## config.mk

```make
export PLATFORM = sky130hd
export DESIGN_NAME = ladder_state
export DESIGN_NICKNAME = d
export VERILOG_FILES = /design/src/rtl/modexp_pkg.sv /design/src/rtl/ladder_state.sv
export SDC_FILE = /design/constraint.sdc
export NUM_CORES = 1
export LEC_CHECK = 0
export BUFFER_PORTS_ARGS = -buffer_cell sky130_fd_sc_hd__clkbuf_2
export CAP_MARGIN = 20
export CORE_AREA = 2 2 166 168
export DETAILED_ROUTE_END_ITERATION = 16
export DIE_AREA = 0 0 168 170
export PLACE_DENSITY_LB_ADDON = 0.25
export SYNTH_ARGS = -nofsm -noshare
export SYNTH_HDL_FRONTEND = slang
export SYNTH_SLANG_ARGS = --single-unit
```

## constraint.sdc

```tcl
create_clock -name apb -period 5.4 [get_ports apb]
set_input_delay 0.81 -clock apb [delete_from_list [all_inputs] [get_ports apb]]
set_output_delay 0.81 -clock apb [all_outputs]
set_load 0.03 [all_outputs]
```

## src/rtl/modexp_pkg.sv

```systemverilog
package modexp_pkg;

	////////////////////////////////////////////////////////////////////////////
	// Register map

	// APB address width
	localparam int ADDR_WIDTH = 12;

	// Exponent block, 8 words, word i holds bits 32i+31 down to 32i
	localparam logic [ADDR_WIDTH-1:0] REG_E        = 12'h000;
	// Bit 0 is busy
	localparam logic [ADDR_WIDTH-1:0] REG_STATUS   = 12'h020;
	// Command register
	localparam logic [ADDR_WIDTH-1:0] REG_CMD      = 12'h028;
	// Second copy of status
	localparam logic [ADDR_WIDTH-1:0] REG_STATUS_2 = 12'h040;
	// Base value, word 0 only
	localparam logic [ADDR_WIDTH-1:0] REG_WORK     = 12'h060;
	// Result readback, word 0 only
	localparam logic [ADDR_WIDTH-1:0] REG_DATA_OUT = 12'h140;
	// Last decoded byte address
	localparam logic [ADDR_WIDTH-1:0] REG_LAST     = 12'h15F;

	// Block indexes from address bits 8 to 5
	localparam logic [3:0] BLOCK_E        = REG_E[8:5];
	localparam logic [3:0] BLOCK_WORK     = REG_WORK[8:5];
	localparam logic [3:0] BLOCK_DATA_OUT = REG_DATA_OUT[8:5];

	////////////////////////////////////////////////////////////////////////////
	// Field and exponent

	// Field element width
	localparam int FIELD_BITS = 31;
	// Mersenne prime 2^31-1
	localparam logic [FIELD_BITS-1:0] FIELD_P = 31'h7FFF_FFFF;
	// Exponent width in bits
	localparam int EXP_BITS = 256;

	////////////////////////////////////////////////////////////////////////////
	// Commands and FSM states

	typedef enum logic [7:0] {
		CMD_NOP    = 8'h00,
		CMD_MODEXP = 8'h01
	} cmd_t;

	typedef enum logic [2:0] {
		ST_IDLE,
		ST_LOAD,
		ST_MUL,
		ST_SQR,
		ST_DONE
	} state_t;

endpackage

```

## src/rtl/ladder_state.sv

```systemverilog
`timescale 1ns/1ps

module ladder_state import modexp_pkg::*; (
	input  logic                  apb,
	input  logic                  rst,
	input  logic                  load,
	input  logic                  step_mul,
	input  logic                  step_sqr,
	input  logic                  done,
	input  logic [EXP_BITS-1:0]   e,
	input  logic [7:0]            bit_index,
	input  logic [31:0]           work,
	input  logic [FIELD_BITS-1:0] prod,
	output logic [FIELD_BITS-1:0] mul_a,
	output logic [FIELD_BITS-1:0] mul_b,
	output logic [FIELD_BITS-1:0] result
);

	logic [FIELD_BITS-1:0] r0;
	logic [FIELD_BITS-1:0] r1;
	logic                  cur_bit;
	// Base folded once, may still equal p
	logic [31:0]           work_fold;
	logic [FIELD_BITS-1:0] work_red;

	assign cur_bit = e[bit_index];

	////////////////////////////////////////////////////////////////////////////
	// Base reduction

	assign work_fold = {1'b0, work[30:0]} + 32'(work[31]);
	assign work_red  = (work_fold >= {1'b0, FIELD_P}) ?
		FIELD_BITS'(work_fold - {1'b0, FIELD_P}) : work_fold[FIELD_BITS-1:0];

	////////////////////////////////////////////////////////////////////////////
	// Operand select

	// MUL always takes R0*R1
	// SQR squares R1 on a one bit, R0 otherwise
	assign mul_a = (step_sqr && cur_bit) ? r1 : r0;
	assign mul_b = step_sqr ? (cur_bit ? r1 : r0) : r1;

	// Ladder registers
	always_ff @(posedge apb) begin
		if (load) begin
			r0 <= FIELD_BITS'(1);
			r1 <= work_red;
		end else if (step_mul) begin
			if (cur_bit)
				r0 <= prod;
			else
				r1 <= prod;
		end else if (step_sqr) begin
			if (cur_bit)
				r1 <= prod;
			else
				r0 <= prod;
		end
	end

	// Result holds the last finished run
	always_ff @(posedge apb) begin
		if (rst)
			result <= '0;
		else if (done)
			result <= r0;
	end

endmodule

```

==> metrics.md <==
| Metric | Value |
|---|---|
| Worst EP arrival | `4190 ps` |
| Max Cap Viol | `0` |
| Post-synthesis compound-gate area fraction | `0.1337` |
| Clock skew | `9.041 ps` |
| Clock Tree Buf Depth | `2` |
| Filler instances | `2705` |
| WS Path Type | `in2out` |
| Synth Flop Type | `dfxtp_1` |
| Synth-to-Final Area Change | `32.27%` |
| Worst min path class | `reg2reg` |
| Layout cells sized above 1 | `0.4685` |
| Post-Syn Area | `0.008309 sq mm` |
| TritonCTS buffer count | `9` |
| Period minus WS final | `5002 ps` |
| Die area | `0.02856 sq mm` |
| Skew-Pair Late Insertion Delay | `340 ps` |
| Total Routing Usage GR | `0.2368` |
| Vias in the first global route | `8339` |
| Initial core utilization | `0.3118` |
| Share of flip-flops with an asynchronous set or reset | `0` |
| Largest net degree at the start of global routing | `88` |
| Vias post-DR | `8739` |
| Root Buffer | `clkbuf_16` |
| Initial antenna violation count | `5` |
| Ys Warns | `0` |
| Register area share after synthesis | `0.2614` |
| Drt first pass iters | `5` |
| Hold buffers post-CTS | `0` |
| DRT antenna net count | `0` |
| CP Capture Type | `primary output` |
| GP Congestion | `0.9013` |
| Post-cts sizing count | `0` |
| Largest family of logic cells by synthesized area | `multiplexers` |
| CP max FO | `28` |
| Simple-gate share of the synthesized area | `0.1964` |
| Initial DRC count | `625` |
| Post-Synthesis Net Count | `1219` |
| Slew @ Worst Pin | `750.8 ps` |
| Layout Nets | `1601` |
| Static leakage | `4.906 nW` |
| Number of instances in the placed design | `1593` |
| Post-CTS Setup Inserts | `0` |
| Fin cells | `1617` |
| Final Cycle Share | `0.9263` |
| CTS clk-pin slew, worst paths | `70 ps` |
| Chip Width | `168 microns` |
| Relative slew margins | `0.4994` |
| Final setup viols | `0` |
| EDFF count, synth | `31` |
| Post-Synth Adder-Cell Area | `0.004517` |
| Final WL | `34820 microns` |
| Final Hold Fails | `0` |
| Pwr Density | `227.7 mW/mm^2` |
| Avg Cell Area, Syn | `9.410 sq um` |
| Remaining global-route overflow | `0` |
| Worst EP required | `4590 ps` |
| #FFs+latches synth | `93` |
| # rows | `60` |
| RSZ-0062 raised after global routing | `no` |
| VDD IR max | `0.1480 mV` |
| Core Box Area | `0.02665 sq mm` |
| Xor and xnor area share after synthesis | `0.03162` |
| First-pass GRT wire length | `51490 microns` |
| Setup TNS | `0 ps` |
| Io pins | `426` |
| Post-route cell area | `0.01099 sq mm` |
| Post-synthesis mux area share | `0.3209` |
| Placed inst area | `0.01064 sq mm` |
| Post-route DRC | `0` |
| Final Max Slew Viols | `0` |
| Max frequency | `199.9 MHz` |
| Count of different cell masters after synthesis | `66` |
| Status | `finished, final reports clean` |
| Vias/cell | `5.404` |
| Worst Setup Start Kind | `input port` |
| Hold Slack | `491.6 ps` |
| DP Wirelength | `28820 microns` |
| Post-Synthesis Cells | `883` |
| Pwr Total | `0.002502 W` |
| Die height | `170 microns` |
| Clock Sinks | `93` |
| PortBufs | `425` |
| CTS HTree Levels | `3` |
| CTS tree | `done` |
| Drt wl/cell | `21.53 microns` |
[worst paths after layout]
| check | startpoint | to | slack, ps | depth (start not counted) |
|---|---|---|---|---|
| worst min-delay path | result[9]$_SDFFE_PP0P_ | result[9]$_SDFFE_PP0P_ | 490 | 2 |
| worst min register to register | result[9]$_SDFFE_PP0P_ | result[9]$_SDFFE_PP0P_ | 490 | 2 |
| worst max register to register | r0[16]$_SDFFE_PP0P_ | r0[16]$_SDFFE_PP0P_ | 4360 | 3 |
| worst max-delay path | bit_index[0] | mul_a[22] | 400 | 12 |
[where the power goes]
group | internal, W | switching (W)
clock network | 0.000343 | 0.000273
registers | 0.000808 | 0.0000691
logic | 0.000432 | 0.000577
total | 0.00158 | 0.000919
[critical path: stages]
cell and delay, ps:
buf_4 310, buf_4 450, nor2b_1 310, a22oi_1 120, and3_1 190, a2111oi_1 360
a21oi_1 180, o311a_1 440, nand2_2 110, buf_4 300, mux2_2 380, clkbuf_2 180
[cells in the final DEF (no fill, tap or decap), drive strengths merged, types with 31 or more instances in the layout]
cell type / count
o311ai: 33
mux2: 65
nand2: 88
nor2: 104
edfxtp: 31
dfxtp: 62
mux2i: 47
mux4: 60
nand3: 34
o21ai: 65
clkbuf: 433
[state kept, by name, indices dropped and copies added (netlist names)]
signal  count
r0         31
r1         31
result     31
[kinds of logic after synthesis]
kind of cell               Yosys count
muxes                              172
buffers and inverters               84
DFF                                 93
adders and majority gates            3
and+or+nand+nor                    339
AOI/OAI and AO/OA                  162
xor gates and xnor gates            30
[stage by stage]
stage	setup slack (ps)	util
floorplan	473.0	-
global placement	390.5	0.3993
detailed placement	391.1	0.3993
CTS	395.0	0.4103
global route	140.8	0.4120
finish	398.0	0.4124
[layer usage]
| layer | track usage | up-vias | wire (microns) |
|---|---|---|---|
| met5 | 0 | - | 0 |
| met4 | 0.04008 | 0 | 351 |
| met3 | 0.03488 | 17 | 2301 |
| met2 | 0.4179 | 367 | 17440 |
| met1 | 0.3116 | 4203 | 14730 |
| li1 | - | 4152 | - |
[Yosys cell counts, drive strengths merged (2+ instances only)]
cell,number,area [sq um]
o21ai,65,325.3
or2,2,12.51
a31oi,6,37.54
a21oi,11,55.05
clkbuf,46,173.9
o311ai,33,306.5
a21o,3,22.52
a22o,2,17.52
and4,2,17.52
nand2,88,335.3
inv,6,22.52
a22oi,13,97.59
xnor2,14,122.6
mux2,65,844.6
nand4,15,93.84
o211ai,6,45.04
nor2b,13,81.33
a41oi,2,17.52
nand3,34,170.2
mux4,60,1351
nor4,15,108.9
a2111oi,3,28.78
o21a,3,22.52
buf,32,231.5
dfxtp,62,1241
ha,3,37.54
edfxtp,31,930.9
a32o,3,30.03
a32oi,2,17.52
nand3b,3,22.52
and2,5,31.28
nor3,10,50.05
xor2,16,140.1
mux2i,47,470.5
or3,26,162.7
nor2,104,390.4
and3,14,87.58
[area by class of cell]
cell class / count / area (sq um) / area share
well taps: 341 / 426.7 / 0.03882
multi-input cells: 706 / 5712 / 0.5197
clock inverters: 6 / 42.54 / 0.003871
diodes: 6 / 15.01 / 0.001366
repair buffers: 449 / 2350 / 0.2138
inverters: 6 / 22.52 / 0.002049
flip-flops and latches: 93 / 2172 / 0.1976
clock buffers: 10 / 250.2 / 0.02277
(Power assumes the default switching activity.)
