<file path="src/rtl/modexp_pkg.sv">
package modexp_pkg;

	////////////////////////////////////////////////////////////////////////////
	// Register map

	// APB address width
	localparam int ADDR_WIDTH = 12;

	// Exponent block, 8 words, word i holds bits 32i+31 down to 32i
	localparam logic [ADDR_WIDTH-1:0] REG_E        = 12'h000;
	// Bit 0 is busy
	localparam logic [ADDR_WIDTH-1:0] REG_STATUS   = 12'h020;
	// Command register
	localparam logic [ADDR_WIDTH-1:0] REG_CMD      = 12'h028;
	// Second copy of status
	localparam logic [ADDR_WIDTH-1:0] REG_STATUS_2 = 12'h040;
	// Base value, word 0 only
	localparam logic [ADDR_WIDTH-1:0] REG_WORK     = 12'h060;
	// Result readback, word 0 only
	localparam logic [ADDR_WIDTH-1:0] REG_DATA_OUT = 12'h140;
	// Last decoded byte address
	localparam logic [ADDR_WIDTH-1:0] REG_LAST     = 12'h15F;

	// Block indexes from address bits 8 to 5
	localparam logic [3:0] BLOCK_E        = REG_E[8:5];
	localparam logic [3:0] BLOCK_WORK     = REG_WORK[8:5];
	localparam logic [3:0] BLOCK_DATA_OUT = REG_DATA_OUT[8:5];

	////////////////////////////////////////////////////////////////////////////
	// Field and exponent

	// Field element width
	localparam int FIELD_BITS = 31;
	// Mersenne prime 2^31-1
	localparam logic [FIELD_BITS-1:0] FIELD_P = 31'h7FFF_FFFF;
	// Exponent width in bits
	localparam int EXP_BITS = 256;

	////////////////////////////////////////////////////////////////////////////
	// Commands and FSM states

	typedef enum logic [7:0] {
		CMD_NOP    = 8'h00,
		CMD_MODEXP = 8'h01
	} cmd_t;

	typedef enum logic [2:0] {
		ST_IDLE,
		ST_LOAD,
		ST_MUL,
		ST_SQR,
		ST_DONE
	} state_t;

endpackage

</file>
<file path="src/rtl/ladder_fsm.sv">
`timescale 1ns/1ps

module ladder_fsm import modexp_pkg::*; (
	input  logic apb,
	input  logic rst,
	input  logic start,
	input  logic last,
	output logic load,
	output logic step_mul,
	output logic step_sqr,
	output logic done,
	output logic busy
);

	state_t state;
	state_t state_nxt;

	////////////////////////////////////////////////////////////////////////////
	// Next state

	always_comb begin
		state_nxt = state;
		case (state)
			// Start while busy never reaches here
			ST_IDLE: if (start) state_nxt = ST_LOAD;
			ST_LOAD: state_nxt = ST_MUL;
			ST_MUL:  state_nxt = ST_SQR;
			// Bit 0 just consumed ends the ladder
			ST_SQR:  state_nxt = last ? ST_DONE : ST_MUL;
			ST_DONE: state_nxt = ST_IDLE;
			default: state_nxt = ST_IDLE;
		endcase
	end

	always_ff @(posedge apb) begin
		if (rst)
			state <= ST_IDLE;
		else
			state <= state_nxt;
	end

	// Step strobes decoded from state
	assign load     = (state == ST_LOAD);
	assign step_mul = (state == ST_MUL);
	assign step_sqr = (state == ST_SQR);
	assign done     = (state == ST_DONE);
	assign busy     = (state != ST_IDLE);

	// Counter leaves bit 0 after a load
	assert property (@(posedge apb) disable iff (rst)
		load |=> !last);

	// Start arrives as a single-cycle pulse
	assert property (@(posedge apb) disable iff (rst)
		start |=> !start);

endmodule

</file>
<file path="config.mk">
export PLATFORM = sky130hd
export DESIGN_NAME = ladder_fsm
export DESIGN_NICKNAME = d
export VERILOG_FILES = /design/src/rtl/modexp_pkg.sv /design/src/rtl/ladder_fsm.sv
export SDC_FILE = /design/constraint.sdc
export NUM_CORES = 1
export LEC_CHECK = 0
export ABC_AREA = 1
export ABC_CLOCK_PERIOD_IN_PS = 800
export BUFFER_PORTS_ARGS = -buffer_cell sky130_fd_sc_hd__buf_2
export CORE_AREA = 2 2 39 41
export CTS_BUF_LIST = sky130_fd_sc_hd__clkbuf_4
export CTS_CLUSTER_DIAMETER = 30
export DETAILED_ROUTE_END_ITERATION = 12
export DIE_AREA = 0 0 41 43
export PLACE_DENSITY = 0.3
export SKIP_CTS_REPAIR_TIMING = 1
export SYNTH_ARGS = -nofsm -noshare
export SYNTH_HDL_FRONTEND = slang
export SYNTH_SLANG_ARGS = --single-unit
</file>
<file path="constraint.sdc">
create_clock -name apb -period 0.8 [get_ports apb]
set_input_delay 0.16 -clock apb [delete_from_list [all_inputs] [get_ports apb]]
set_output_delay 0.16 -clock apb [all_outputs]
set_load 0.02 [all_outputs]
</file>
==> metrics.md, run 1 <==
| Metric | Value |
|---|---|
| Clock Tree Buf Depth | `2` |
| Worst setup EP type | `primary output` |
| Gr ovfl total | `0` |
| Via density | `about 3.4` |
| Nets | `43` |
| Skew final | `0.000652 ns` |
| Sw Ratio | `approximately 28%` |
| Clk network pwr share | `around 44%` |
| Setup Viol. Count Final | `7` |
| Initial core utilization | `around 10%` |
| Post-DP HPWL | `roughly 310 microns` |
| Fin crit period | `1.09 ns` |
| R2r endpoint | `state[2]` |
| Leak Pwr | `approximately 0.18 nW` |
| Post-route setup TNS | `-1.49 ns` |
| Post-Syn Area per Cell | `roughly 6.4 sq um` |
| Ant diodes | `0` |
| Top_reg_cell synth | `dfxtp_1` |
| Kind of critical path | `reg2out` |
| Power per cell area | `about 1700 nW/um^2` |
| Slew margin rel. | `around 90%` |
| Synthesized flop and latch total | `3` |
| Slack of the critical path | `-0.294 ns` |
| Die H | `between 40 and 50 microns` |
| DR pass1 iterations | `1` |
| Layout cells sized above 1 | `a little over four fifths` |
| Htree depth | `1` |
| Die width | `a little over 40 microns` |
| I/O Buffers | `8` |
| R2R depth | `4` |
| RD Place Congestion | `around 0.63` |
| HP Class | `in2reg` |
| Sequential group share of total power | `27.8%` |
| Core Area | `around 1400 sq um` |
| Sequential fraction of the synthesis area | `between 40% and 50%` |
| Actual slew at the worst max-slew pin | `roughly 0.15 ns` |
| Routed WL | `between 400 and 500 microns` |
| Root Buffer | `clkbuf_4` |
| Slowest CP cell | `dfxtp_4` |
| Die ar. | `about 1800 sq um` |
| NetSw | `around 0.00018 W` |
| Vias | `between 150 and 200` |
| Boundary pin count | `9` |
| Worst skew pair latency | `between 0.2 and 0.25 ns` |
| Max VDD drop | `roughly 550 uV` |
| Cell Rows | `14` |
| CP startpoint | `state[2]` |
| Biggest regs | `state x3` |
| Clk sink count | `3` |
| Pin count of the biggest net entering global routing | `7` |
| Hold WS | `a little under 0.1 ns` |
| Filler instances | `roughly 150` |
| Gr usage total | `6.54%` |
| CTS clk-pin slew, worst paths | `0.03 ns` |
| Worst Path Arrival | `roughly 0.93 ns` |
| Worst EP required | `approximately 0.64 ns` |
| Post-synth EDFFs | `0` |
| Logic gate share of total power | `28.1%` |
| Critical hold path startpoint | `rst` |
| Non-Filler Instances | `54` |
| Iter 0 DRT Violations | `0` |
| Synth top area cells | `dfxtp_1 43%, nor2_1 16%, inv_1 11%, nand2_1 11%, nor3_1 7.1%` |
| Failing checks | `negative setup slack` |
| Slowest stage delay, CP | `approximately 0.38 ns` |
| Biggest register | `state` |
| Unrepaired setup endpoints after global routing | `yes` |
| Via count of the first global-routing pass | `roughly 180` |
| Routed len/inst | `around 7.9 microns` |
| Startpoint Class | `flip-flop` |
| Setup WS pre-CTS | `-0.111 ns` |
| Most frequent cell after synthesis | `nor2_1` |
| Post-synth top cells | `6 x nor2_1, 4 x inv_1, 4 x nand2_1` |
| Ys Warns | `0` |
| Area share of the largest cell type after synthesis | `between 40% and 50%` |
| Syn nets | `26` |
| First-pass GRT wire length | `683 microns` |
| RR Startpoint | `state[0]` |
| Slew Limit Fails | `0` |
| Area leader, netlist | `dfxtp_1` |
| Worst path top cell family by delay | `flip-flops` |
| CTS tree | `done` |
| Mapped Cells | `22` |
| Antenna Nets Post-Route | `0` |
| DP Cell Count | `between 40 and 50` |
| CTS Buf Count | `3` |
| Crit path capture | `step_mul` |
| Final hold vios | `0` |
| Status | `finished, violations left` |
| Max-cap viol count | `0` |
| Netlist cell types | `8` |
| Crit-path max FO | `6` |
| Initial antenna violation count | `0` |
| Synthesized area | `approximately 140 sq um` |
| Post-route clock period utilization | `137%` |
| Crit path depth | `2` |
| Crit-path cells | `nor3_4 > buf_6` |
| R2r setup slk | `-0.04 ns` |
| DRC viols | `0` |
| Cell Int Power | `between 0.0004 and 0.0005 W` |
| Worst path bufs/invs | `1` |
| Max reg flops | `3` |
| Power after layout | `0.000662 W` |
| Area delta synth->final | `179%` |
| Maximum clock frequency | `roughly 910 MHz` |
| Asr flop ratio synth | `0%` |
cell families (layout without fill, tap and decap cells):
| group | count (synthesis) | in the layout | synth area share (%) |
|---|---|---|---|
| buffers and inverters | 4 | 20 | 10.7 |
| AO/OA/AOI/OAI | 1 | 1 | 3.57 |
| AND/OR/NAND/NOR | 14 | 14 | 42.9 |
| flip-flops | 3 | 3 | 42.9 |
cells in the final DEF, fill, tap and decap left out:
cell type / synthesis / final
o21ai_2: 0 / 1
clkbuf_4: 0 / 4
dfxtp_4: 0 / 3
nand2_2: 0 / 1
nor3_4: 0 / 2
nand2_4: 0 / 2
nor2_4: 0 / 4
buf_6: 0 / 8
inv_2: 0 / 1
inv_4: 0 / 2
nor2_1: 6 / 3
nand2_1: 4 / 1
buf_4: 0 / 1
and2_1: 1 / 1
inv_1: 4 / 1
buf_2: 0 / 3
metrics by stage:
step | area (sq um) | util (%)
after floorplan | 191 | -
after global placement | 274 | 19.8
after detailed placement | 274 | 19.8
after CTS | 304 | 22.0
after global routing | 390 | 28.2
final | 390 | 28.2
power groups by stage:
stage | Clock, W | Combinational (W) | Sequential [W]
finish | 0.000292 | 0.000186 | 0.000184
global route | 0.000316 | 0.000201 | 0.000186
CTS | 0.000307 | 0.000126 | 0.000177
detailed placement | 0 | 0.000125 | 0.000179
global placement | 0 | 0.000125 | 0.000180
floorplan | 0 | 0.0000778 | 0.000176
layer usage:
layer / track usage [%] / vias to the layer above / wire length [microns]
met5: 0 / - / 0
li1: - / 98 / -
met3: 4.71 / 0 / 30
met1: 6.47 / 82 / 126
met2: 7.50 / 4 / 271
met4: 8.00 / 0 / 0
worst min path at each step:
stage	end	slack [ns]	cells after the start
floorplan	state[0]	0.22	1
global placement	state[0]	0.33	2
detailed placement	state[0]	0.33	2
CTS	state[0]	0.09	2
global route	state[0]	0.1	2
finish	state[0]	0.1	2
cell type report:
type / count / area (sq um) / share of cell area, %
Clock buffer: 4 / 30.0 / 7.69
Timing Repair Buffer: 12 / 113 / 28.8
Sequential cell: 3 / 71.3 / 18.3
Multi-Input combinational cell: 15 / 136 / 34.9
Tap cell: 16 / 20.0 / 5.13
Inverter: 4 / 20.0 / 5.13
No activity file was read; power rests on OpenSTA's default activity.
==> run 2: changes to the inputs <==
Settings changed: GPL_TIMING_DRIVEN set to 0.
==> run 2 against run 1 <==
The flow still finishes with violations (negative setup slack). Setup slack lost 0.0075 ns. Flip-flop and latch count is the same. Clock skew is essentially flat. First-iteration DRC count is the same. Total power shrank 8.1%.
==> metrics.md, run 2 (synthesis results as in run 1) <==
| Metric | Value |
|---|---|
| R2r setup slk | `0.05 ns` |
| Skew final | `0.000786 ns` |
| Gr ovfl total | `0` |
| Crit path capture | `busy` |
| Slew Limit Fails | `0` |
| Die H | `about 43 microns` |
| Routed WL | `approximately 360 microns` |
| Setup Viol. Count Final | `5` |
| Clk network pwr share | `about 50%` |
| Power per cell area | `about 1900 nW/um^2` |
| Sequential cell area | `just over 70 sq um` |
| Final instance area | `322 sq um` |
| Die width | `a little over 40 microns` |
| Max-cap viol count | `0` |
| Core Area | `around 1400 sq um` |
| Initial antenna violation count | `0` |
| HP Class | `in2reg` |
| First-pass GRT wire length | `roughly 550 microns` |
| Pin count of the biggest net entering global routing | `7` |
| Clock Tree Buf Depth | `2` |
| Most frequent cells in the layout | `4 x clkbuf_4, 4 x buf_2, 4 x buf_6` |
| Fin crit period | `~1.1 ns` |
| Cell Int Power | `0.000435 W` |
| Iter 0 DRT Violations | `0` |
| Worst setup EP type | `primary output` |
| Sequential group share of total power | `between 20 and 30%` |
| Leak Pwr | `0.139 nW` |
| Failing checks | `negative setup slack` |
| Worst Path Arrival | `between 0.9 and 1 ns` |
| Post-Route Utilization | `~23%` |
| R2r endpoint | `state[2]` |
| Cell Rows | `14` |
| Max VDD drop | `roughly 650 uV` |
| Gr usage total | `about 5.5%` |
| Multi-input logic area | `roughly 120 sq um` |
| Slew margin rel. | `between 90% and 100%` |
| RD Place Congestion | `around 0.64` |
| CTS Buf Count | `3` |
| Ant diodes | `0` |
| Logic gate share of total power | `a little over a fifth` |
| Clk sink count | `3` |
| I/O Buffers | `8` |
| Startpoint Class | `flip-flop` |
| NetSw | `between 0.00015 and 0.0002 W` |
| Post-route clock period utilization | `138%` |
| DRC viols | `0` |
| Setup WS pre-CTS | `-0.0976 ns` |
| CP startpoint | `state[2]` |
| Worst EP required | `0.64 ns` |
| Max reg flops | `3` |
| Initial core utilization | `a little over 10%` |
| Slack of the critical path | `-0.302 ns` |
| Sw Ratio | `28.5%` |
| Crit-path max FO | `6` |
| RR Startpoint | `state[0]` |
| Post-route setup TNS | `-1.40 ns` |
| Antenna Nets Post-Route | `0` |
| Biggest regs | `state x3` |
| Via count of the first global-routing pass | `157` |
| Unrepaired setup endpoints after global routing | `yes` |
| Htree depth | `1` |
| Routed len/inst | `between 7 and 8 microns` |
| R2R depth | `3` |
| Dpl cell area | `251 sq um` |
| Vias | `roughly 170` |
| Layout cells sized above 1 | `approximately three quarters` |
| Status | `finished, violations left` |
| CTS clk-pin slew, worst paths | `0.04 ns` |
| Maximum clock frequency | `slightly above 900 MHz` |
| Kind of critical path | `reg2out` |
| Actual slew at the worst max-slew pin | `approximately 0.13 ns` |
| Worst skew pair latency | `about 0.23 ns` |
| Root Buffer | `clkbuf_4` |
| CTS tree | `done` |
| DR pass1 iterations | `1` |
| Area delta synth->final | `129%` |
| Filler instances | `between 150 and 200` |
| Biggest register | `state` |
| Nets | `39` |
| Final hold vios | `0` |
| Die ar. | `1760 sq um` |
| Hold WS | `0.0857 ns` |
| Boundary pin count | `9` |
| Via density | `roughly 3.4` |
## run 2: changes by cell type in the layout (fill, tap and decap cells not counted), sizes merged
cell / change
buf: -4
## run 2: worst max-delay path, stage by stage, from the launching register on
cell and delay, ns:
dfxtp_4 0.38, nor2_2 0.13, nand2_1 0.05, buf_2 0.15
## run 2: layer usage
layer | global-route usage (%) | part of all wire, % | vias up
met5 | 0 | 0 | -
met4 | 10.0 | 2.8 | 0
met3 | 3.14 | 9.9 | 2
met2 | 6.25 | 54 | 6
met1 | 4.52 | 33 | 70
li1 | - | - | 90
## run 2: worst min-delay path by stage
stage / cells after the start / slack [ns] / end / from
after floorplan: 1 / 0.22 / state[0] / rst
after global placement: 2 / 0.33 / state[0] / rst
after detailed placement: 2 / 0.33 / state[0] / rst
after CTS: 2 / 0.08 / state[0] / rst
after global routing: 2 / 0.08 / state[0] / rst
final: 2 / 0.09 / state[0] / rst
## run 2: power by group through the flow
stage / clock network, W / logic (W) / registers (W)
CTS: 0.000322 / 0.000107 / 0.000176
detailed placement: 0 / 0.000107 / 0.000179
finish: 0.000303 / 0.000126 / 0.000179
floorplan: 0 / 0.0000778 / 0.000176
global placement: 0 / 0.000107 / 0.000180
global route: 0.000334 / 0.000139 / 0.000180
## run 2: cell type report
type	instances	area share, %
timing repair buffer	8	20.2
tap	16	6.23
inverter	4	6.23
sequential	3	22.2
clock buffer	4	9.34
multi-input combinational	15	35.8
## run 2: stage by stage
stage                     total power [W]  instances
after CTS                        0.000606         50
after global placement           0.000287         46
final                            0.000608         50
after detailed placement         0.000286         46
after global routing             0.000654         50
after floorplan                  0.000254         22
