## src/rtl/modexp_pkg.sv

```systemverilog
package modexp_pkg;

	////////////////////////////////////////////////////////////////////////////
	// Register map

	// APB address width
	localparam int ADDR_WIDTH = 12;

	// Exponent block, 8 words, word i holds bits 32i+31 down to 32i
	localparam logic [ADDR_WIDTH-1:0] REG_E        = 12'h000;
	// Bit 0 is busy
	localparam logic [ADDR_WIDTH-1:0] REG_STATUS   = 12'h020;
	// Command register
	localparam logic [ADDR_WIDTH-1:0] REG_CMD      = 12'h028;
	// Second copy of status
	localparam logic [ADDR_WIDTH-1:0] REG_STATUS_2 = 12'h040;
	// Base value, word 0 only
	localparam logic [ADDR_WIDTH-1:0] REG_WORK     = 12'h060;
	// Result readback, word 0 only
	localparam logic [ADDR_WIDTH-1:0] REG_DATA_OUT = 12'h140;
	// Last decoded byte address
	localparam logic [ADDR_WIDTH-1:0] REG_LAST     = 12'h15F;

	// Block indexes from address bits 8 to 5
	localparam logic [3:0] BLOCK_E        = REG_E[8:5];
	localparam logic [3:0] BLOCK_WORK     = REG_WORK[8:5];
	localparam logic [3:0] BLOCK_DATA_OUT = REG_DATA_OUT[8:5];

	////////////////////////////////////////////////////////////////////////////
	// Field and exponent

	// Field element width
	localparam int FIELD_BITS = 31;
	// Mersenne prime 2^31-1
	localparam logic [FIELD_BITS-1:0] FIELD_P = 31'h7FFF_FFFF;
	// Exponent width in bits
	localparam int EXP_BITS = 256;

	////////////////////////////////////////////////////////////////////////////
	// Commands and FSM states

	typedef enum logic [7:0] {
		CMD_NOP    = 8'h00,
		CMD_MODEXP = 8'h01
	} cmd_t;

	typedef enum logic [2:0] {
		ST_IDLE,
		ST_LOAD,
		ST_MUL,
		ST_SQR,
		ST_DONE
	} state_t;

endpackage

```

## src/rtl/apb_modexp_regs.sv

```systemverilog
`timescale 1ns/1ps

module apb_modexp_regs import modexp_pkg::*; (
	input  logic                  apb,
	input  logic                  rst,
	input  logic                  psel,
	input  logic                  penable,
	input  logic                  pwrite,
	input  logic [ADDR_WIDTH-1:0] paddr,
	input  logic [31:0]           pwdata,
	input  logic                  busy,
	input  logic [FIELD_BITS-1:0] result,
	output logic [31:0]           prdata,
	output logic                  pready,
	output logic                  pslverr,
	output logic                  start,
	output logic [EXP_BITS-1:0]   e,
	output logic [31:0]           work
);

	////////////////////////////////////////////////////////////////////////////
	// Address decode

	// Word within a 32-byte block
	logic [2:0] word_idx;
	// Block selected by address bits 8 to 5
	logic [3:0] block_idx;
	logic       in_range;
	logic       wr_acc;
	logic       status_hit;

	assign word_idx   = paddr[4:2];
	assign block_idx  = paddr[8:5];
	assign in_range   = (paddr <= REG_LAST);
	assign status_hit = (paddr == REG_STATUS) || (paddr == REG_STATUS_2);

	// No wait states
	assign pready = psel && penable;
	assign wr_acc = pready && pwrite && in_range;

	////////////////////////////////////////////////////////////////////////////
	// Readback and error response

	always_comb begin
		prdata  = 32'h0;
		pslverr = 1'b0;
		if (pready) begin
			if (pwrite) begin
				// Writes past the map are refused
				if (!in_range)
					pslverr = 1'b1;
			end else begin
				if (status_hit)
					prdata = {31'h0, busy};
				// Only word 0 of the result block is readable
				else if (in_range && block_idx == BLOCK_DATA_OUT && word_idx == 3'd0)
					prdata = {1'b0, result};
				else
					pslverr = 1'b1;
			end
		end
	end

	////////////////////////////////////////////////////////////////////////////
	// Command decode

	// Start pulse one cycle after the command write
	always_ff @(posedge apb) begin
		if (rst) begin
			start <= 1'b0;
		end else begin
			start <= 1'b0;
			if (wr_acc && paddr == REG_CMD && pwdata[31:8] == 24'h0) begin
				case (cmd_t'(pwdata[7:0]))
					CMD_MODEXP: start <= 1'b1;
					CMD_NOP: begin
					end
					// Unknown opcodes are dropped
					default: begin
					end
				endcase
			end
		end
	end

	// Operand registers, words land in any order
	always_ff @(posedge apb) begin
		if (wr_acc) begin
			case (block_idx)
				BLOCK_E: e[32*word_idx +: 32] <= pwdata;
				BLOCK_WORK: begin
					// Base is a single word
					if (word_idx == 3'd0)
						work <= pwdata;
				end
				default: begin
				end
			endcase
		end
	end

	// Access phase must follow a setup phase with psel held
	assert property (@(posedge apb) disable iff (rst)
		$rose(pready) |-> $past(psel));

endmodule

```

## config.mk

```make
export PLATFORM = sky130hd
export DESIGN_NAME = apb_modexp_regs
export DESIGN_NICKNAME = d
export VERILOG_FILES = /design/src/rtl/modexp_pkg.sv /design/src/rtl/apb_modexp_regs.sv
export SDC_FILE = /design/constraint.sdc
export NUM_CORES = 1
export LEC_CHECK = 0
export BUFFER_PORTS_ARGS = -buffer_cell sky130_fd_sc_hd__buf_2
export CORE_AREA = 2 2 159 161
export DETAILED_ROUTE_END_ITERATION = 12
export DIE_AREA = 0 0 161 163
export PLACE_DENSITY = 0.74
export SLEW_MARGIN = 20
export SYNTH_ARGS = -nofsm -noshare
export SYNTH_HDL_FRONTEND = slang
export SYNTH_SLANG_ARGS = --single-unit
```

## constraint.sdc

```tcl
create_clock -name apb -period 7 [get_ports apb]
set_input_delay 0.7 -clock apb [delete_from_list [all_inputs] [get_ports apb]]
set_output_delay 0.7 -clock apb [all_outputs]
set_load 0.02 [all_outputs]
```

==> key figures, run 1 <==
Outcome
  • Outcome: finished clean

Worst hold path
  • Worst Hold Class: in -> reg
  • Min-delay src: rst

Yosys
  • #FFs+latches synth: 289
  • Compound-Gate Fraction of Synth Area: less than 1%
  • Synth Area in XOR/XNOR: 0.0788%
  • Mean Syn Cell Area: around 16 µm²
  • Syn_nets: 764
  • Main combinational cell family by area after synthesis: simple AND/OR/NAND/NOR gates
  • Synth cell types: 37
  • Fraction of synthesized area in multiplexers: 0%
  • Most area-consuming cells after synthesis: edfxtp_1, and2_1, and3_1
  • Post-Syn Area: ~11000 µm²
  • Synth Area in Simple Gates: 19.4%
  • Post-synth top area share: between 70% and 80%
  • Area leader, netlist: edfxtp_1
  • Post-synthesis cell count: 680
  • Area share of fa/ha/maj cells after synthesis: 0.338%
  • Synth Flop Type: edfxtp_1
  • Sequential share of the synthesized area: roughly 78%
  • Ys Warns: 0
  • FFs w/ async S/R, synth: 0%
  • Count of flip-flops with a built-in enable after synthesis: 288

Floorplan
  • Die footprint: 26200 µm²
  • Ports: just over 400
  • Chip Height: 163 µm
  • Std cell rows: 58
  • Initial Util: 45.0%
  • Die Width: 161 µm
  • Core area: 24700 µm²

Cells and area
  • Final Util: 58.8%
  • Share of cells above drive strength 1: 43.2%
  • Post-Layout Cell Count: 1446
  • Synth-to-Final Area Change: 30.6%
  • Nets: 1176
  • Final Cell Area: ~15000 µm²

STA
  • Setup_tns: 0 ps
  • Fmax: 271 MHz
  • Slew Limit Fails: 0
  • RSZ-0062 raised after global routing: no
  • Hold violation count in the final report: 0
  • Worst-Margin Slew: 1010 ps
  • Tcrit/Tclk final: a little over half
  • Max-slew headroom: 32.2%
  • Final min period: between 3000 and 4000 ps
  • # setup viols final: 0

Global route
  • Global Route Usage Sum: 25.0%
  • Vias in the first global route: approximately 7000
  • First-pass GRT wire length: approximately 47000 µm
  • Largest net degree at the start of global routing: 35
  • Initial antenna violation count: 1
  • Gr ovfl total: 0

Clocking
  • Clock buffer count from CTS: 29
  • H-tree depth: 1
  • CTS Hold Buffers Added: 0
  • CTS Buffer Depth: 3
  • Post_cts resized: 0
  • Post-CTS setup buffer count: 0
  • Clock tree root buffer cell: clkbuf_16
  • Sink Count: 289
  • Worst-path clk slew: approximately 60 ps
  • CTS tree: done

Placement
  • IO Port Bufs: 402
  • Post-DP HPWL: 22100 µm
  • Inst Count DP: between 1000 and 1500
  • Placement Cell Area: 13500 µm²
  • GP Congestion: 0.935

Setup path
  • Startpoint Class: input pin
  • CP required: 6300 ps
  • Critical path origin: paddr[2]
  • Family with the most delay on the worst path: simple AND/OR/NAND/NOR gates
  • CP Capture Type: primary output
  • Arr. time, crit path: about 3000 ps
  • Crit-path cells: buf_2 > inv_1 > ha_1 > ha_1 > nand2_2 > nor4b_4 > and3b_2 > and2_1 > buf_2
  • Max stage delay cell, worst path: ha_1
  • CP peak stage delay: 520 ps
  • Critical path class: in -> out
  • CP Buf/Inv Count: 3
  • Largest fanout on the critical path: 30

Routing
  • DRC viols: 0
  • Via count: 7254
  • Wirelength per Cell: 23.1 µm
  • Detailed Routing Iterations Pass 1: 5
  • Initial DRC count: about 710
  • Final ANT Viol Nets: 0
  • Via/cell ratio: 5.02
  • Drt total wl: 33400 µm

Pwr
  • Leakage power total: approximately 5.0 nW
  • Total power: approximately 3.7 mW
  • Cell Pwr Density: between 200 and 300 nW/µm²
  • Max VDD drop: around 0.15 mV

Job
  • Max-cap viol count: 0
## report_power, final
group | internal (mW) | leakage [nW] | switching (mW)
Sequential | 1.89 | 2.10 | 0.0000634
Combinational | 0.0482 | 2.39 | 0.109
Clock | 0.989 | 0.497 | 0.645
## state kept, by name (all words and copies together) (netlist names)
signal,flops
work,32
start,1
e,256
## layout by cell type (no fill, tap or decap), types with 2 or more instances in the layout
master     instances
nor2_4             7
bufinv_16          6
clkbuf_1           8
nor3_4             3
nor3_2             3
nor4_2             3
nand3_1            4
ha_1               3
and2_1           238
clkbuf_16         29
nor4_1             8
and3_1            34
edfxtp_1         288
buf_2            402
inv_1              5
nor2_1            18
nor4b_1            2
buf_4              9
nand2b_1           3
clkinv_2           7
inv_6              3
nand2_1           10
nand4_1            3
## final cells by class
| cell class | count | area [µm²] |
|---|---|---|
| Antenna cell | 1 | 2.50 |
| Clock buffer | 37 | 756 |
| Clock inverter | 17 | 250 |
| Fill cell | 1919 | 10200 |
| Inverter | 5 | 18.8 |
| Multi-Input combinational cell | 356 | 2330 |
| Sequential cell | 289 | 8670 |
| Tap cell | 330 | 413 |
| Timing Repair Buffer | 411 | 2080 |
## cell families after synthesis
group | count (synthesis)
AOI/OAI and AO/OA | 6
xor gates and xnor gates | 1
adders and majority gates | 3
buffers and inverters | 35
DFF | 289
other | 1
and+or+nand+nor | 345
## Yosys cell counts, types with 3 or more instances
library cell	number
and2_1	238
clkbuf_1	12
nor2_1	22
nand4_1	3
edfxtp_1	288
and3_1	34
buf_6	4
nor4_1	11
buf_2	3
clkbuf_2	10
inv_1	5
nand2_1	10
nand3_1	4
nor3_1	4
nor2_4	4
ha_1	3
nand2b_1	3
## stage by stage
step,setup slack [ps],hold slack [ps]
6_report,3310,459
4_1_cts,3290,433
3_3_place_gp,3100,988
3_5_place_dp,2940,1000
5_1_grt,3090,455
2_1_floorplan,1740,799
## routing by layer
layer,up-vias,track usage [%],share of wire [%]
met5,-,0,0
met4,0,8.69,3.1
met3,76,4.94,9.1
met2,475,44.1,51
met1,3454,30.9,37
li1,3249,-,-
## path summary, 6_finish.rpt
check / endpoint / slack (ps) / cells after the start
worst max-delay path: prdata[30] / 3310 / 9
worst min-delay path: start$_SDFF_PP0_ / 460 / 4
Power figures use the tool's default switching activity.
==> run 2: changes to the inputs <==
CORE_AREA = unset   (was 2 2 159 161)
CORE_MARGIN = 1.5   (was unset)
CORE_UTILIZATION = 45   (was unset)
DIE_AREA = unset   (was 0 0 161 163)
PLACE_DENSITY = 0.77   (was 0.74)
clock period = 3.2 ns   (was 7 ns; I/O delays follow)
==> run 2 against run 1 <==
  * Sequential cell count unchanged
  * Die area decreased by 2.3%
  * Worst hold slack got worse by 370 ps
  * Critical endpoint is now prdata[13]
==> key figures, run 2 (synthesis results as in run 1) <==
Floorplan
  • Ports: 404 (unchanged)
  • Initial Util: 45.8% (+0.79 points)
  • Die footprint: 25600 µm² (-2.3%)
  • Die Width: 160 µm (-0.53%)
  • Chip Height: 160 µm (-1.8%)
  • Core area: 24200 µm² (-1.7%)
  • Std cell rows: 57 (-1.7%)

Routing
  • Via/cell ratio: 5.02 (about the same)
  • Final ANT Viol Nets: 0 (unchanged)
  • Via count: 7237 (-0.23%)
  • Initial DRC count: 693 (-2.9%)
  • Drt total wl: 32300 µm (-3.3%)
  • Detailed Routing Iterations Pass 1: 4 (-1)
  • Wirelength per Cell: 22.4 µm (-3.0%)
  • DRC viols: 0 (unchanged)

Clocking
  • Clock buffer count from CTS: 28 (-3.4%)
  • CTS Buffer Depth: 3 (unchanged)
  • Post_cts resized: 0 (unchanged)
  • Post-CTS setup buffer count: 0 (unchanged)
  • Clock tree root buffer cell: clkbuf_16
  • CTS tree: done
  • H-tree depth: 1 (unchanged)
  • CTS Hold Buffers Added: 0 (unchanged)
  • Sink Count: 289 (unchanged)
  • Worst-path clk slew: 60 ps (about the same)

Pwr
  • Total power: 7.63 mW (+110%)
  • Leakage power total: 4.97 nW (-0.36%)
  • Cell Pwr Density: 527 nW/µm² (+110%)
  • Max VDD drop: 0.326 mV (+120%)

Placement
  • Inst Count DP: 1393 (+0.14%)
  • IO Port Bufs: 402 (unchanged)
  • GP Congestion: 0.835 (-11%)
  • Post-DP HPWL: 21800 µm (-1.3%)
  • Pre-CTS worst setup slack: 519 ps (-2420 ps)

Cells and area
  • Top flop regs: e (256), work (32), start (1)
  • Nets: 1183 (+0.60%)
  • Max reg flops: 256 (unchanged)
  • Top reg by flops: e
  • Most frequent cells in the layout: buf_2, edfxtp_1, and2_1
  • Post-Layout Cell Count: 1442 (-0.28%)
  • Synth-to-Final Area Change: 30.3%
  • Antenna cells: 0 (-1)
  • Share of cells above drive strength 1: 42.9% (-0.29 points)
  • Commonest non-fill, non-tap cell in the layout: buf_2

STA
  • Final Hold Slack: 84.9 ps (-375 ps)
  • Tcrit/Tclk final: slightly below 80%
  • Max-slew headroom: 44.5% (+12 points)
  • Slew Limit Fails: 0 (unchanged)
  • Worst-Margin Slew: 830 ps (-184 ps)
  • # setup viols final: 0 (unchanged)
  • RSZ-0062 raised after global routing: no
  • Final worst slack: 678 ps (-2630 ps)
  • Hold violation count in the final report: 0 (unchanged)
  • Fmax: around 400 MHz
  • Final min period: roughly 2500 ps

Job
  • Max-cap viol count: 0 (unchanged)

Setup path
  • CP required: 2880 ps (-3420 ps)
  • Critical path class: in -> out
  • Arr. time, crit path: 2200 ps (-790 ps)
  • Startpoint Class: input pin
  • Critical path origin: paddr[2]
  • CP Capture Type: primary output
  • Largest fanout on the critical path: 30 (unchanged)

Worst hold path
  • Min-Delay Path Depth: 4 (unchanged)
  • Min-delay src: rst
  • Worst Hold Class: in -> reg

Global route
  • Global Route Usage Sum: 24.9% (-0.15 points)
  • Largest net degree at the start of global routing: 35 (unchanged)
  • Initial antenna violation count: 2 (+1)
  • Gr ovfl total: 0 (unchanged)
  • Vias in the first global route: 7066 (+0.97%)
  • First-pass GRT wire length: 46000 µm (-1.9%)

Outcome
  • Outcome: finished clean
==> run 2: cell types whose count changed in the layout (fill, tap and decap cells not counted), moves of 2 or more <==
cell	change
nor4_4	+3
bufinv_16	-4
nor4_2	-3
clkinv_2	-4
clkinv_1	+6
buf_12	+2
buf_4	+6
inv_6	-3
==> run 2: path summary, 6_finish.rpt <==
check / end
worst max-delay path: prdata[13]
worst min-delay path: start$_SDFF_PP0_
==> run 2: worst max-delay path, cell delays in order <==
cell     delay (ps)
buf_2           150
inv_1           100
ha_1            180
ha_1            200
nand2_2         110
nor4b_4         290
and3b_2         470
and2_1          210
buf_2           170
==> run 2: stage by stage <==
stage / util [%] / TNS [ps] / area (µm²)
floorplan: - / -75520 / 11100
global placement: 56.2 / 0 / 13600
detailed placement: 56.2 / 0 / 13600
CTS: 59.7 / 0 / 14500
global route: 59.7 / 0 / 14500
finish: 59.7 / 0 / 14500
==> run 2: layer usage <==
metal  track usage, %  routed length [µm]  vias to the layer above
li1                 -                   -                     3256
met1             30.9               12400                     3532
met2             45.5               16900                      402
met3             3.84                2300                       45
met4             5.86                 636                        2
met5                0                  12                        -
==> run 2: final cells by class <==
cell class | instances | area [µm²]
clock buffers | 36 | 752
clock inverters | 13 | 115
fillers | 1919 | 9760
inverters | 5 | 18.8
multi-input cells | 356 | 2360
flip-flops and latches | 289 | 8670
well taps | 324 | 405
repair buffers | 419 | 2160
==> run 2: where the power goes <==
part           switching, mW  total, mW  internal [mW]
registers           0.000141       4.14           4.14
logic                  0.237      0.347          0.110
clock network           1.34       3.15           1.81
total                   1.57       7.63           6.06
