--- src/rtl/modexp_pkg.sv ---
package modexp_pkg;

	////////////////////////////////////////////////////////////////////////////
	// Register map

	// APB address width
	localparam int ADDR_WIDTH = 12;

	// Exponent block, 8 words, word i holds bits 32i+31 down to 32i
	localparam logic [ADDR_WIDTH-1:0] REG_E        = 12'h000;
	// Bit 0 is busy
	localparam logic [ADDR_WIDTH-1:0] REG_STATUS   = 12'h020;
	// Command register
	localparam logic [ADDR_WIDTH-1:0] REG_CMD      = 12'h028;
	// Second copy of status
	localparam logic [ADDR_WIDTH-1:0] REG_STATUS_2 = 12'h040;
	// Base value, word 0 only
	localparam logic [ADDR_WIDTH-1:0] REG_WORK     = 12'h060;
	// Result readback, word 0 only
	localparam logic [ADDR_WIDTH-1:0] REG_DATA_OUT = 12'h140;
	// Last decoded byte address
	localparam logic [ADDR_WIDTH-1:0] REG_LAST     = 12'h15F;

	// Block indexes from address bits 8 to 5
	localparam logic [3:0] BLOCK_E        = REG_E[8:5];
	localparam logic [3:0] BLOCK_WORK     = REG_WORK[8:5];
	localparam logic [3:0] BLOCK_DATA_OUT = REG_DATA_OUT[8:5];

	////////////////////////////////////////////////////////////////////////////
	// Field and exponent

	// Field element width
	localparam int FIELD_BITS = 31;
	// Mersenne prime 2^31-1
	localparam logic [FIELD_BITS-1:0] FIELD_P = 31'h7FFF_FFFF;
	// Exponent width in bits
	localparam int EXP_BITS = 256;

	////////////////////////////////////////////////////////////////////////////
	// Commands and FSM states

	typedef enum logic [7:0] {
		CMD_NOP    = 8'h00,
		CMD_MODEXP = 8'h01
	} cmd_t;

	typedef enum logic [2:0] {
		ST_IDLE,
		ST_LOAD,
		ST_MUL,
		ST_SQR,
		ST_DONE
	} state_t;

endpackage

--- src/rtl/bit_counter.sv ---
`timescale 1ns/1ps

module bit_counter import modexp_pkg::*; (
	input  logic       apb,
	input  logic       rst,
	input  logic       load,
	input  logic       step_sqr,
	output logic [7:0] bit_index,
	output logic       last
);

	// Top exponent bit
	localparam logic [7:0] TOP_BIT = 8'(EXP_BITS - 1);

	always_ff @(posedge apb) begin
		if (rst) begin
			bit_index <= 8'd0;
		end else if (load) begin
			bit_index <= TOP_BIT;
		end else if (step_sqr && !last) begin
			// One bit done per square step
			bit_index <= bit_index - 8'd1;
		end
	end

	// Final bit of the walk
	assign last = (bit_index == 8'd0);

	// Square at bit 0 is the final one, index holds until reload
	assert property (@(posedge apb) disable iff (rst)
		(step_sqr && last && !load) |=> (!step_sqr && last));

endmodule

--- config.mk ---
export PLATFORM = sky130hd
export DESIGN_NAME = bit_counter
export DESIGN_NICKNAME = d
export VERILOG_FILES = /design/src/rtl/modexp_pkg.sv /design/src/rtl/bit_counter.sv
export SDC_FILE = /design/constraint.sdc
export NUM_CORES = 1
export LEC_CHECK = 0
export ABC_AREA = 1
export ABC_CLOCK_PERIOD_IN_PS = 2700
export BUFFER_PORTS_ARGS = -buffer_cell sky130_fd_sc_hd__buf_2
export CORE_AREA = 5 5 42 44
export DETAILED_ROUTE_END_ITERATION = 16
export DIE_AREA = 0 0 47 49
export HOLD_SLACK_MARGIN = 0.02
export PLACE_DENSITY_LB_ADDON = 0.2
export SLEW_MARGIN = 20
export SYNTH_ARGS = -nofsm -noshare
export SYNTH_HDL_FRONTEND = slang
export SYNTH_SLANG_ARGS = --single-unit
--- constraint.sdc ---
create_clock -name apb -period 2.7 [get_ports apb]
set_input_delay 0.135 -clock apb [delete_from_list [all_inputs] [get_ports apb]]
set_output_delay 0.135 -clock apb [all_outputs]
set_load 0.01 [all_outputs]
==> impl_metrics.toml, run 1 <==
[route]
drc_errors = 0
wl_per_cell_um = 11.2
ant_nets = 0
wl_mm = 1.28
viasPerCell = 4.86
num_vias = 554
first_pass_iters = 4
dr.first_iter.drc_count = 9

[sta]
rsz0062_at_grt = "no"
drv_slew = 0
holdWs_ns = 0.160
setup_violations = 0
worst_slew_pin_slew_ns = 0.254
finalHoldViolCount = 0
fmax_mhz = 700
worst_slack_ns = 1.27
fin_crit_sh_pct = 52.9
min_period_ns = 1.43
clock-skew-final_ns = 0.000278
tns_ns = 0
max_slew_margin_pct = 83.0

[logic_synthesis]
synth_top_cell_by_area = "dfxtp_1"
ys_seq_elements = 8
synth.most_common_cell = "nand2_1"
syn_nets = 90
yosys_warnings = 0
synth_cell_type_count = 18
netlist.area_leader.share_pct = 29.4
syn_area_per_cell_um2 = 6.49
syn_area_um2 = 546
synth_common_cells = "nand2_1, nand3_1, inv_1"
ys.flop_type = "dfxtp_1"
seq_area_frac_synth_pct = 29.4
synth_edf_count = 0
syn_inst = 84
synth_async_sr_flop_share_pct = 0
synthTopCellsByArea = "dfxtp_1, nand2_1, nand3_1"

[worst_setup_path]
worst-path-max-fanout = 4
critPathRequiredTime_ns = 2.57
arrival_ns = 1.29
worst_setup_path_end_kind = "output pin"
worstSetupPathType = "reg -> out"
cp-start-kind = "flip-flop"

[floorplan]
initial_utilization_pct = 38.9
die_width_um = 47
die-area_um2 = 2300
die_h_um = 49
ioPinCount = 13
fp-row-count = 14
core_um2 = 1400

[grt]
grt_overflow = 0
grtUsageTotal_pct = 12.7
grt_pass1_wl_mm = 2.07
grt_max_degree = 9
grt_pass1_vias = 479
antenna_found_initial = 0

[clock_tree]
numCtsBuffers = 3
clk_pin_slew_ns = 0.05
clk_latency_ns = 0.25
cts_resized = 0
clockRootBuffer = "clkbuf_4"
postCtsSetupBuffers = 0
cts_tree = "yes"
postCtsHoldBufs = 0
cts_max_level = 1
clockBufferDepth = 2
clkSinkCount = 8

[final_layout]
largest_register_ffs = 8
fin_nets = 106
layout-drive-gt1-share_pct = 27.6
instances_no_fill = 114
regMostFlops = "bit_index"
areaGrowthSynthToFinish_pct = 18.1
nFillCells = 153
largestRegisters = "bit_index x8"
antenna_cells = 0
final_area_um2 = 644

[outcome]
status = "finished clean"

[run]
max_cap_violations = 0

[pwr]
power_density_nw_per_um2 = 559
vdd_drop_max_v = 0.000282
p_leak_nw = 0.329

[placed_design]
port_buffers = 12
dpl_cell_area_um2 = 622
hpwl_um = 957
gp_congestion = 0.823
placedCellCount = 111
dp_slack_ns = 1.29

[worst_hold_path]
hold_path_class = "in -> reg"
==> cell usage in the layout (no fill, tap or decap) <==
cell,instances
nor2_4,1
buf_2,12
nand3_1,11
o21ai_0,2
nor2_1,5
nand2_1,26
nor2_2,2
ha_1,2
inv_2,1
clkbuf_4,3
nand4_1,1
nand2_2,2
inv_1,10
dfxtp_1,8
o21ai_2,1
a21oi_2,3
nor2_8,1
a21oi_1,6
or2_2,1
==> path summary, 6_finish.rpt <==
check                            startpoint                         to  slack [ns]  cells past startpoint
setup reg to reg  bit_index[0]$_SDFFE_PP0P_  bit_index[5]$_SDFFE_PP0P_        1.30                      8
setup / recovery  bit_index[0]$_SDFFE_PP0P_                       last        1.27                      5
hold reg to reg   bit_index[1]$_SDFFE_PP0P_  bit_index[1]$_SDFFE_PP0P_        0.50                      2
hold / removal                          rst  bit_index[7]$_SDFFE_PP0P_        0.16                      2
==> power breakdown <==
part / leakage [nW] / switching [mW] / internal, mW
combinational: 0.248 / 0.0749 / 0.0451
clock: 0.0138 / 0.0416 / 0.0509
sequential: 0.0669 / 0.0164 / 0.131
==> metrics by stage <==
step           power, mW  utilization [%]
3_3_place_gp       0.269             44.4
2_1_floorplan      0.235                -
6_report           0.360             46.0
3_5_place_dp       0.270             44.4
5_1_grt            0.391             46.0
4_1_cts            0.366             46.0
==> kinds of logic (layout without fill, tap and decap cells) <==
family / count (synthesis) / after routing / share of synthesized area, %
and+or+nand+nor: 50 / 50 / 44.0
AOI/OAI and AO/OA: 12 / 12 / 13.8
buffers and inverters: 12 / 26 / 8.26
DFF: 8 / 8 / 29.4
adders and majority gates: 2 / 2 / 4.59
==> final cells by class <==
type | count | area (µm²) | share of cell area (%)
multi-input cells | 64 | 340 | 52.8
flip-flops and latches | 8 | 160 | 24.9
repair buffers | 12 | 60.1 | 9.32
inverters | 11 | 41.3 | 6.41
clock buffers | 3 | 22.5 | 3.50
well taps | 16 | 20.0 | 3.11
==> critical path, stage by stage (launching register included) <==
cell and delay [ns]:
dfxtp_1 0.33, inv_1 0.12, ha_1 0.16, nand3_1 0.15, nor2_4 0.15, buf_2 0.13
==> routing by layer <==
layer	track usage, %	wire, µm
met1	16.4	619
met2	17.6	575
met3	2.21	43
met4	9.68	44
met5	0	0
(Power assumes the default switching activity.)
==> inputs of run 2 (changes only) <==
- ABC_CLOCK_PERIOD_IN_PS: 2700 -> 1500
- clock period: 2.7 -> 1.5 ns (I/O delays scaled with it)
==> run 2 against run 1 <==
  * Clock skew is 0.0021 ns higher
  * Power is 83% higher
  * Final area grew 4.7%
  * Non-clock buffer count grew 3
  * Combinational power is 96% higher
  * Wire length down 1.9%
  * Worst setup slack worse by 1.1 ns
  * Die area unchanged
  * Critical path depth is the same
  * First-iteration DRC count up 78%
  * Count of clock-buffer cells in the layout unchanged
  * Critical endpoint unchanged
  * Largest power group unchanged
  * Highest routed layer unchanged
==> impl_metrics.toml, run 2 (same netlist as run 1, synthesis figures left out) <==
[final_layout]
antenna_cells = 0
nFillCells = 157
mostFrequentLayoutCell = "nand2_1"
layout_common_cells = "nand2_1, buf_2, nand3_1"
largestRegisters = "bit_index x8"
fin_nets = 109
regMostFlops = "bit_index"
largest_register_ffs = 8
layout-drive-gt1-share_pct = 31.7
areaGrowthSynthToFinish_pct = 23.6

[grt]
grt_max_degree = 9
grt_pass1_vias = 512
grt_pass1_wl_mm = 2.19
grtUsageTotal_pct = 12.6
grt_overflow = 0
antenna_found_initial = 0

[clock_tree]
cts_max_level = 1
clockBufferDepth = 2
clk_pin_slew_ns = 0.05
clk_latency_ns = 0.25
postCtsHoldBufs = 0
cts_tree = "yes"
numCtsBuffers = 3
clkSinkCount = 8
clockRootBuffer = "clkbuf_4"

[sta]
finalHoldViolCount = 0
drv_slew = 0
fin_crit_sh_pct = 90.1
fmax_mhz = 740
max_slew_margin_pct = 82.7
rsz0062_at_grt = "no"
clock-skew-final_ns = 0.00236
min_period_ns = 1.35
holdWs_ns = 0.0933
worst_slew_pin_slew_ns = 0.258
setup_violations = 0
tns_ns = 0

[worst_setup_path]
arrival_ns = 1.28
cp_slowest_cell = "dfxtp_1"
cpPeakStageDelay_ns = 0.32
critPathRequiredTime_ns = 1.42
worst-path-max-fanout = 4
cp-start-kind = "flip-flop"
worst_setup_path_end_kind = "output pin"
worstSetupPathType = "reg -> out"
path_cells = "inv_1 -> ha_1 -> nand3_1 -> nor2_4 -> buf_2"

[floorplan]
die-area_um2 = 2300
core_um2 = 1400
ioPinCount = 13
die_width_um = 47
die_h_um = 49
fp-row-count = 14
initial_utilization_pct = 38.9

[run]
max_cap_violations = 0

[placed_design]
port_buffers = 12
hpwl_um = 974
gp_congestion = 0.801

[route]
dr.first_iter.drc_count = 16
num_vias = 558
wl_per_cell_um = 10.8
wl_mm = 1.26
drc_errors = 0
ant_nets = 0
viasPerCell = 4.77
first_pass_iters = 4

[pwr]
p_leak_nw = 0.343
vdd_drop_max_v = 0.000527
power_density_nw_per_um2 = 976

[outcome]
status = "finished clean"

[worst_hold_path]
hold_path_class = "in -> reg"
[run 2: cell types whose count changed in the layout (fill, tap and decap cells not counted)]
| cell | change |
|---|---|
| buf_4 | +3 |
| nor2_2 | -1 |
| inv_1 | -1 |
| inv_2 | +1 |
| ha_1 | -1 |
| ha_2 | +1 |
| nor2_4 | +1 |
[run 2: timing repair]
item	CTS	global route
resized for setup	0	3
buffers inserted	0	1
endpoints found under the setup margin	0	8
[run 2: final timing paths]
check	startpoint	endpoint	slack (ns)	depth (start not counted)
setup / recovery	bit_index[1]$_SDFFE_PP0P_	last	0.15	5
hold / removal	rst	bit_index[7]$_SDFFE_PP0P_	0.09	2
setup reg to reg	bit_index[1]$_SDFFE_PP0P_	bit_index[5]$_SDFFE_PP0P_	0.17	8
hold reg to reg	bit_index[1]$_SDFFE_PP0P_	bit_index[1]$_SDFFE_PP0P_	0.49	2
[run 2: power breakdown]
group	internal, mW	switching (mW)	total [mW]
Clock	0.0912	0.0688	0.160
Sequential	0.236	0.0271	0.263
Combinational	0.0940	0.141	0.235
Total	0.421	0.237	0.658
[run 2: worst max-delay path, delay by kind of cell, from the launching register on]
family	cells	cell delay [ns]
buf+inv	2	0.24
flops	1	0.32
simple gates	2	0.30
fa+ha+maj	1	0.15
[run 2: cell type report]
| class | instances | area, µm² | area share, % |
|---|---|---|---|
| clock buffers | 3 | 22.5 | 3.34 |
| flip-flops and latches | 8 | 160 | 23.7 |
| well taps | 16 | 20.0 | 2.97 |
| inverters | 11 | 41.3 | 6.12 |
| repair buffers | 15 | 82.6 | 12.2 |
| multi-input cells | 64 | 348 | 51.6 |
[run 2: metal layers]
layer	track usage [%]	share of wire (%)
met5	0	0
met4	6.91	2.1
met3	2.21	2.9
met2	17.6	47
met1	17.5	48
[run 2: per-stage QoR]
stage          power, mW  worst slack [ns]  instance area (µm²)  instances  util, %
2_1_floorplan      0.424            0.0980                  546         84        -
3_3_place_gp       0.495             0.138                  637        113     45.4
3_5_place_dp       0.495             0.113                  637        113     45.4
4_1_cts            0.660            0.0927                  659        116     47.1
5_1_grt            0.719           0.00241                  674        117     48.1
6_report           0.658             0.148                  674        117     48.1
==> inputs of run 3 (changes only) <==
- ABC_CLOCK_PERIOD_IN_PS: 1500 -> 1300
- CTS_BUF_LIST: default -> sky130_fd_sc_hd__clkbuf_4 sky130_fd_sc_hd__clkbuf_8
- clock period: 1.5 -> 1.3 ns (I/O delays scaled with it)
==> run 3 against run 2 <==
  * Worst setup slack worse by 0.075 ns
  * First-iteration DRC count decreased by 6.3%
  * Power grew 28%
  * Final cell count grew 6.0%
  * Sequential cell count unchanged
  * Largest cell class unchanged
  * Sequential share of layout area decreased by 2.7 points
  * Largest power group is now combinational logic
  * Combinational power rose by 47%
  * Final area grew 14%
  * Clock skew increased by 0.0027 ns
  * Die area unchanged
  * Clock power is 26% higher
==> impl_metrics.toml, run 3 (same netlist as run 1, synthesis figures left out) <==
[grt]
grt_pass1_vias = 496
busiest_layer = "met1"
grtUsageTotal_pct = 13.6
grt_use_met2_pct = 17.2
grt_overflow = 0
grt_max_degree = 9
groute.layer.met3.usage_pct = 3.32
antenna_found_initial = 0
met1_usage_pct = 18.5
grt_pass1_wl_mm = 2.23

[sta]
setup_violations = 0
fmax_mhz = 815
clock-skew-final_ns = 0.00507
max_slew_margin_pct = 84.8
min_period_ns = 1.23
worst_slew_pin_slew_ns = 0.227
drv_slew = 0
worst_slack_ns = 0.0735
fin_crit_sh_pct = 94.3
holdWs_ns = 0.0883
finalHoldViolCount = 0
tns_ns = 0

[route]
drc_errors = 0
wl_mm = 1.38
num_vias = 596
ant_nets = 0
dr.first_iter.drc_count = 15
viasPerCell = 4.81
wl_per_cell_um = 11.1
first_pass_iters = 4

[final_layout]
multiInputGateArea_um2 = 379
fin_nets = 116
areaGrowthSynthToFinish_pct = 40.8
regArea_um2 = 161
nFillCells = 142
final_core_util_pct = 54.8
layout_common_cells = "nand2_1, buf_2, nand3_1, buf_4, inv_1"
layout-drive-gt1-share_pct = 41.7
largestRegisters = "bit_index x8"
largest_register_ffs = 8
antenna_cells = 0
mostFrequentLayoutCell = "nand2_1"
regMostFlops = "bit_index"

[clock_tree]
clkSinkCount = 8
cts_tree = "yes"
numCtsBuffers = 3
postCtsSetupBuffers = 0
clockRootBuffer = "clkbuf_4"
clk_pin_slew_ns = 0.06
clk_latency_ns = 0.26
cts_max_level = 1
clockBufferDepth = 2

[worst_setup_path]
cp-start-kind = "flip-flop"
worstSetupPathType = "reg -> reg"
worst_setup_path_end_kind = "flip-flop"
critPathRequiredTime_ns = 1.51
worst-path-max-fanout = 6
arrival_ns = 1.43
rr_worst_depth = 8

[floorplan]
fp-row-count = 14
die-area_um2 = 2300
die_width_um = 47
core_um2 = 1400
die_h_um = 49
ioPinCount = 13
initial_utilization_pct = 38.9

[pwr]
vdd_drop_max_v = 0.000643
power_density_nw_per_um2 = 1100
p_leak_nw = 0.384

[worst_hold_path]
hold_depth = 2
hold_path_class = "in -> reg"

[run]
max_cap_violations = 0

[placed_design]
gp_congestion = 0.916
hpwl_mm = 1.04
dp_slack_ns = -0.0335
port_buffers = 12

[outcome]
status = "finished clean"
## run 3: layout make-up
class / count / area share, %
clock buffer: 3 / 2.93
inverter: 11 / 5.70
multi-input combinational: 64 / 49.3
sequential: 8 / 21.0
tap: 16 / 2.61
timing repair buffer: 22 / 18.4
## run 3: worst paths after layout
check	from	to	slack [ns]
max	bit_index[0]$_SDFFE_PP0P_	bit_index[5]$_SDFFE_PP0P_	0.07
min	rst	bit_index[5]$_SDFFE_PP0P_	0.09
max reg2reg	bit_index[0]$_SDFFE_PP0P_	bit_index[5]$_SDFFE_PP0P_	0.07
min reg2reg	bit_index[7]$_SDFFE_PP0P_	bit_index[7]$_SDFFE_PP0P_	0.49
## run 3: stage by stage
stage | total power [mW] | cell area, µm² | cells
after floorplan | 0.492 | 552 | 84
after global placement | 0.613 | 703 | 121
after detailed placement | 0.612 | 703 | 121
after CTS | 0.826 | 737 | 124
after global routing | 0.904 | 768 | 124
final | 0.842 | 768 | 124
## run 3: critical path, stage by stage, from the launching register on
cell and delay (ns):
dfxtp_2 0.33, inv_4 0.07, ha_4 0.14, nand3_4 0.09, nor2_4 0.13, nor2_4 0.07, nor2_8 0.14, nand2_1 0.08
a21oi_2 0.12
## run 3: report_power, final
part           internal, mW  switching [mW]  total [mW]
clock                 0.106          0.0956       0.202
sequential            0.273          0.0227       0.295
combinational         0.152           0.193       0.345
total                 0.531           0.312       0.842
## run 3: what timing repair did
action,CTS,global route
pin swaps,1,4
setup endpoints to repair,8,9
hold buffers,0,0
resized for setup,3,9
## run 3: layer usage
layer | vias to the layer above | wire [µm]
li1 | 317 | -
met3 | 4 | 52
met5 | - | 0
met1 | 262 | 642
met4 | 0 | 44
met2 | 13 | 642
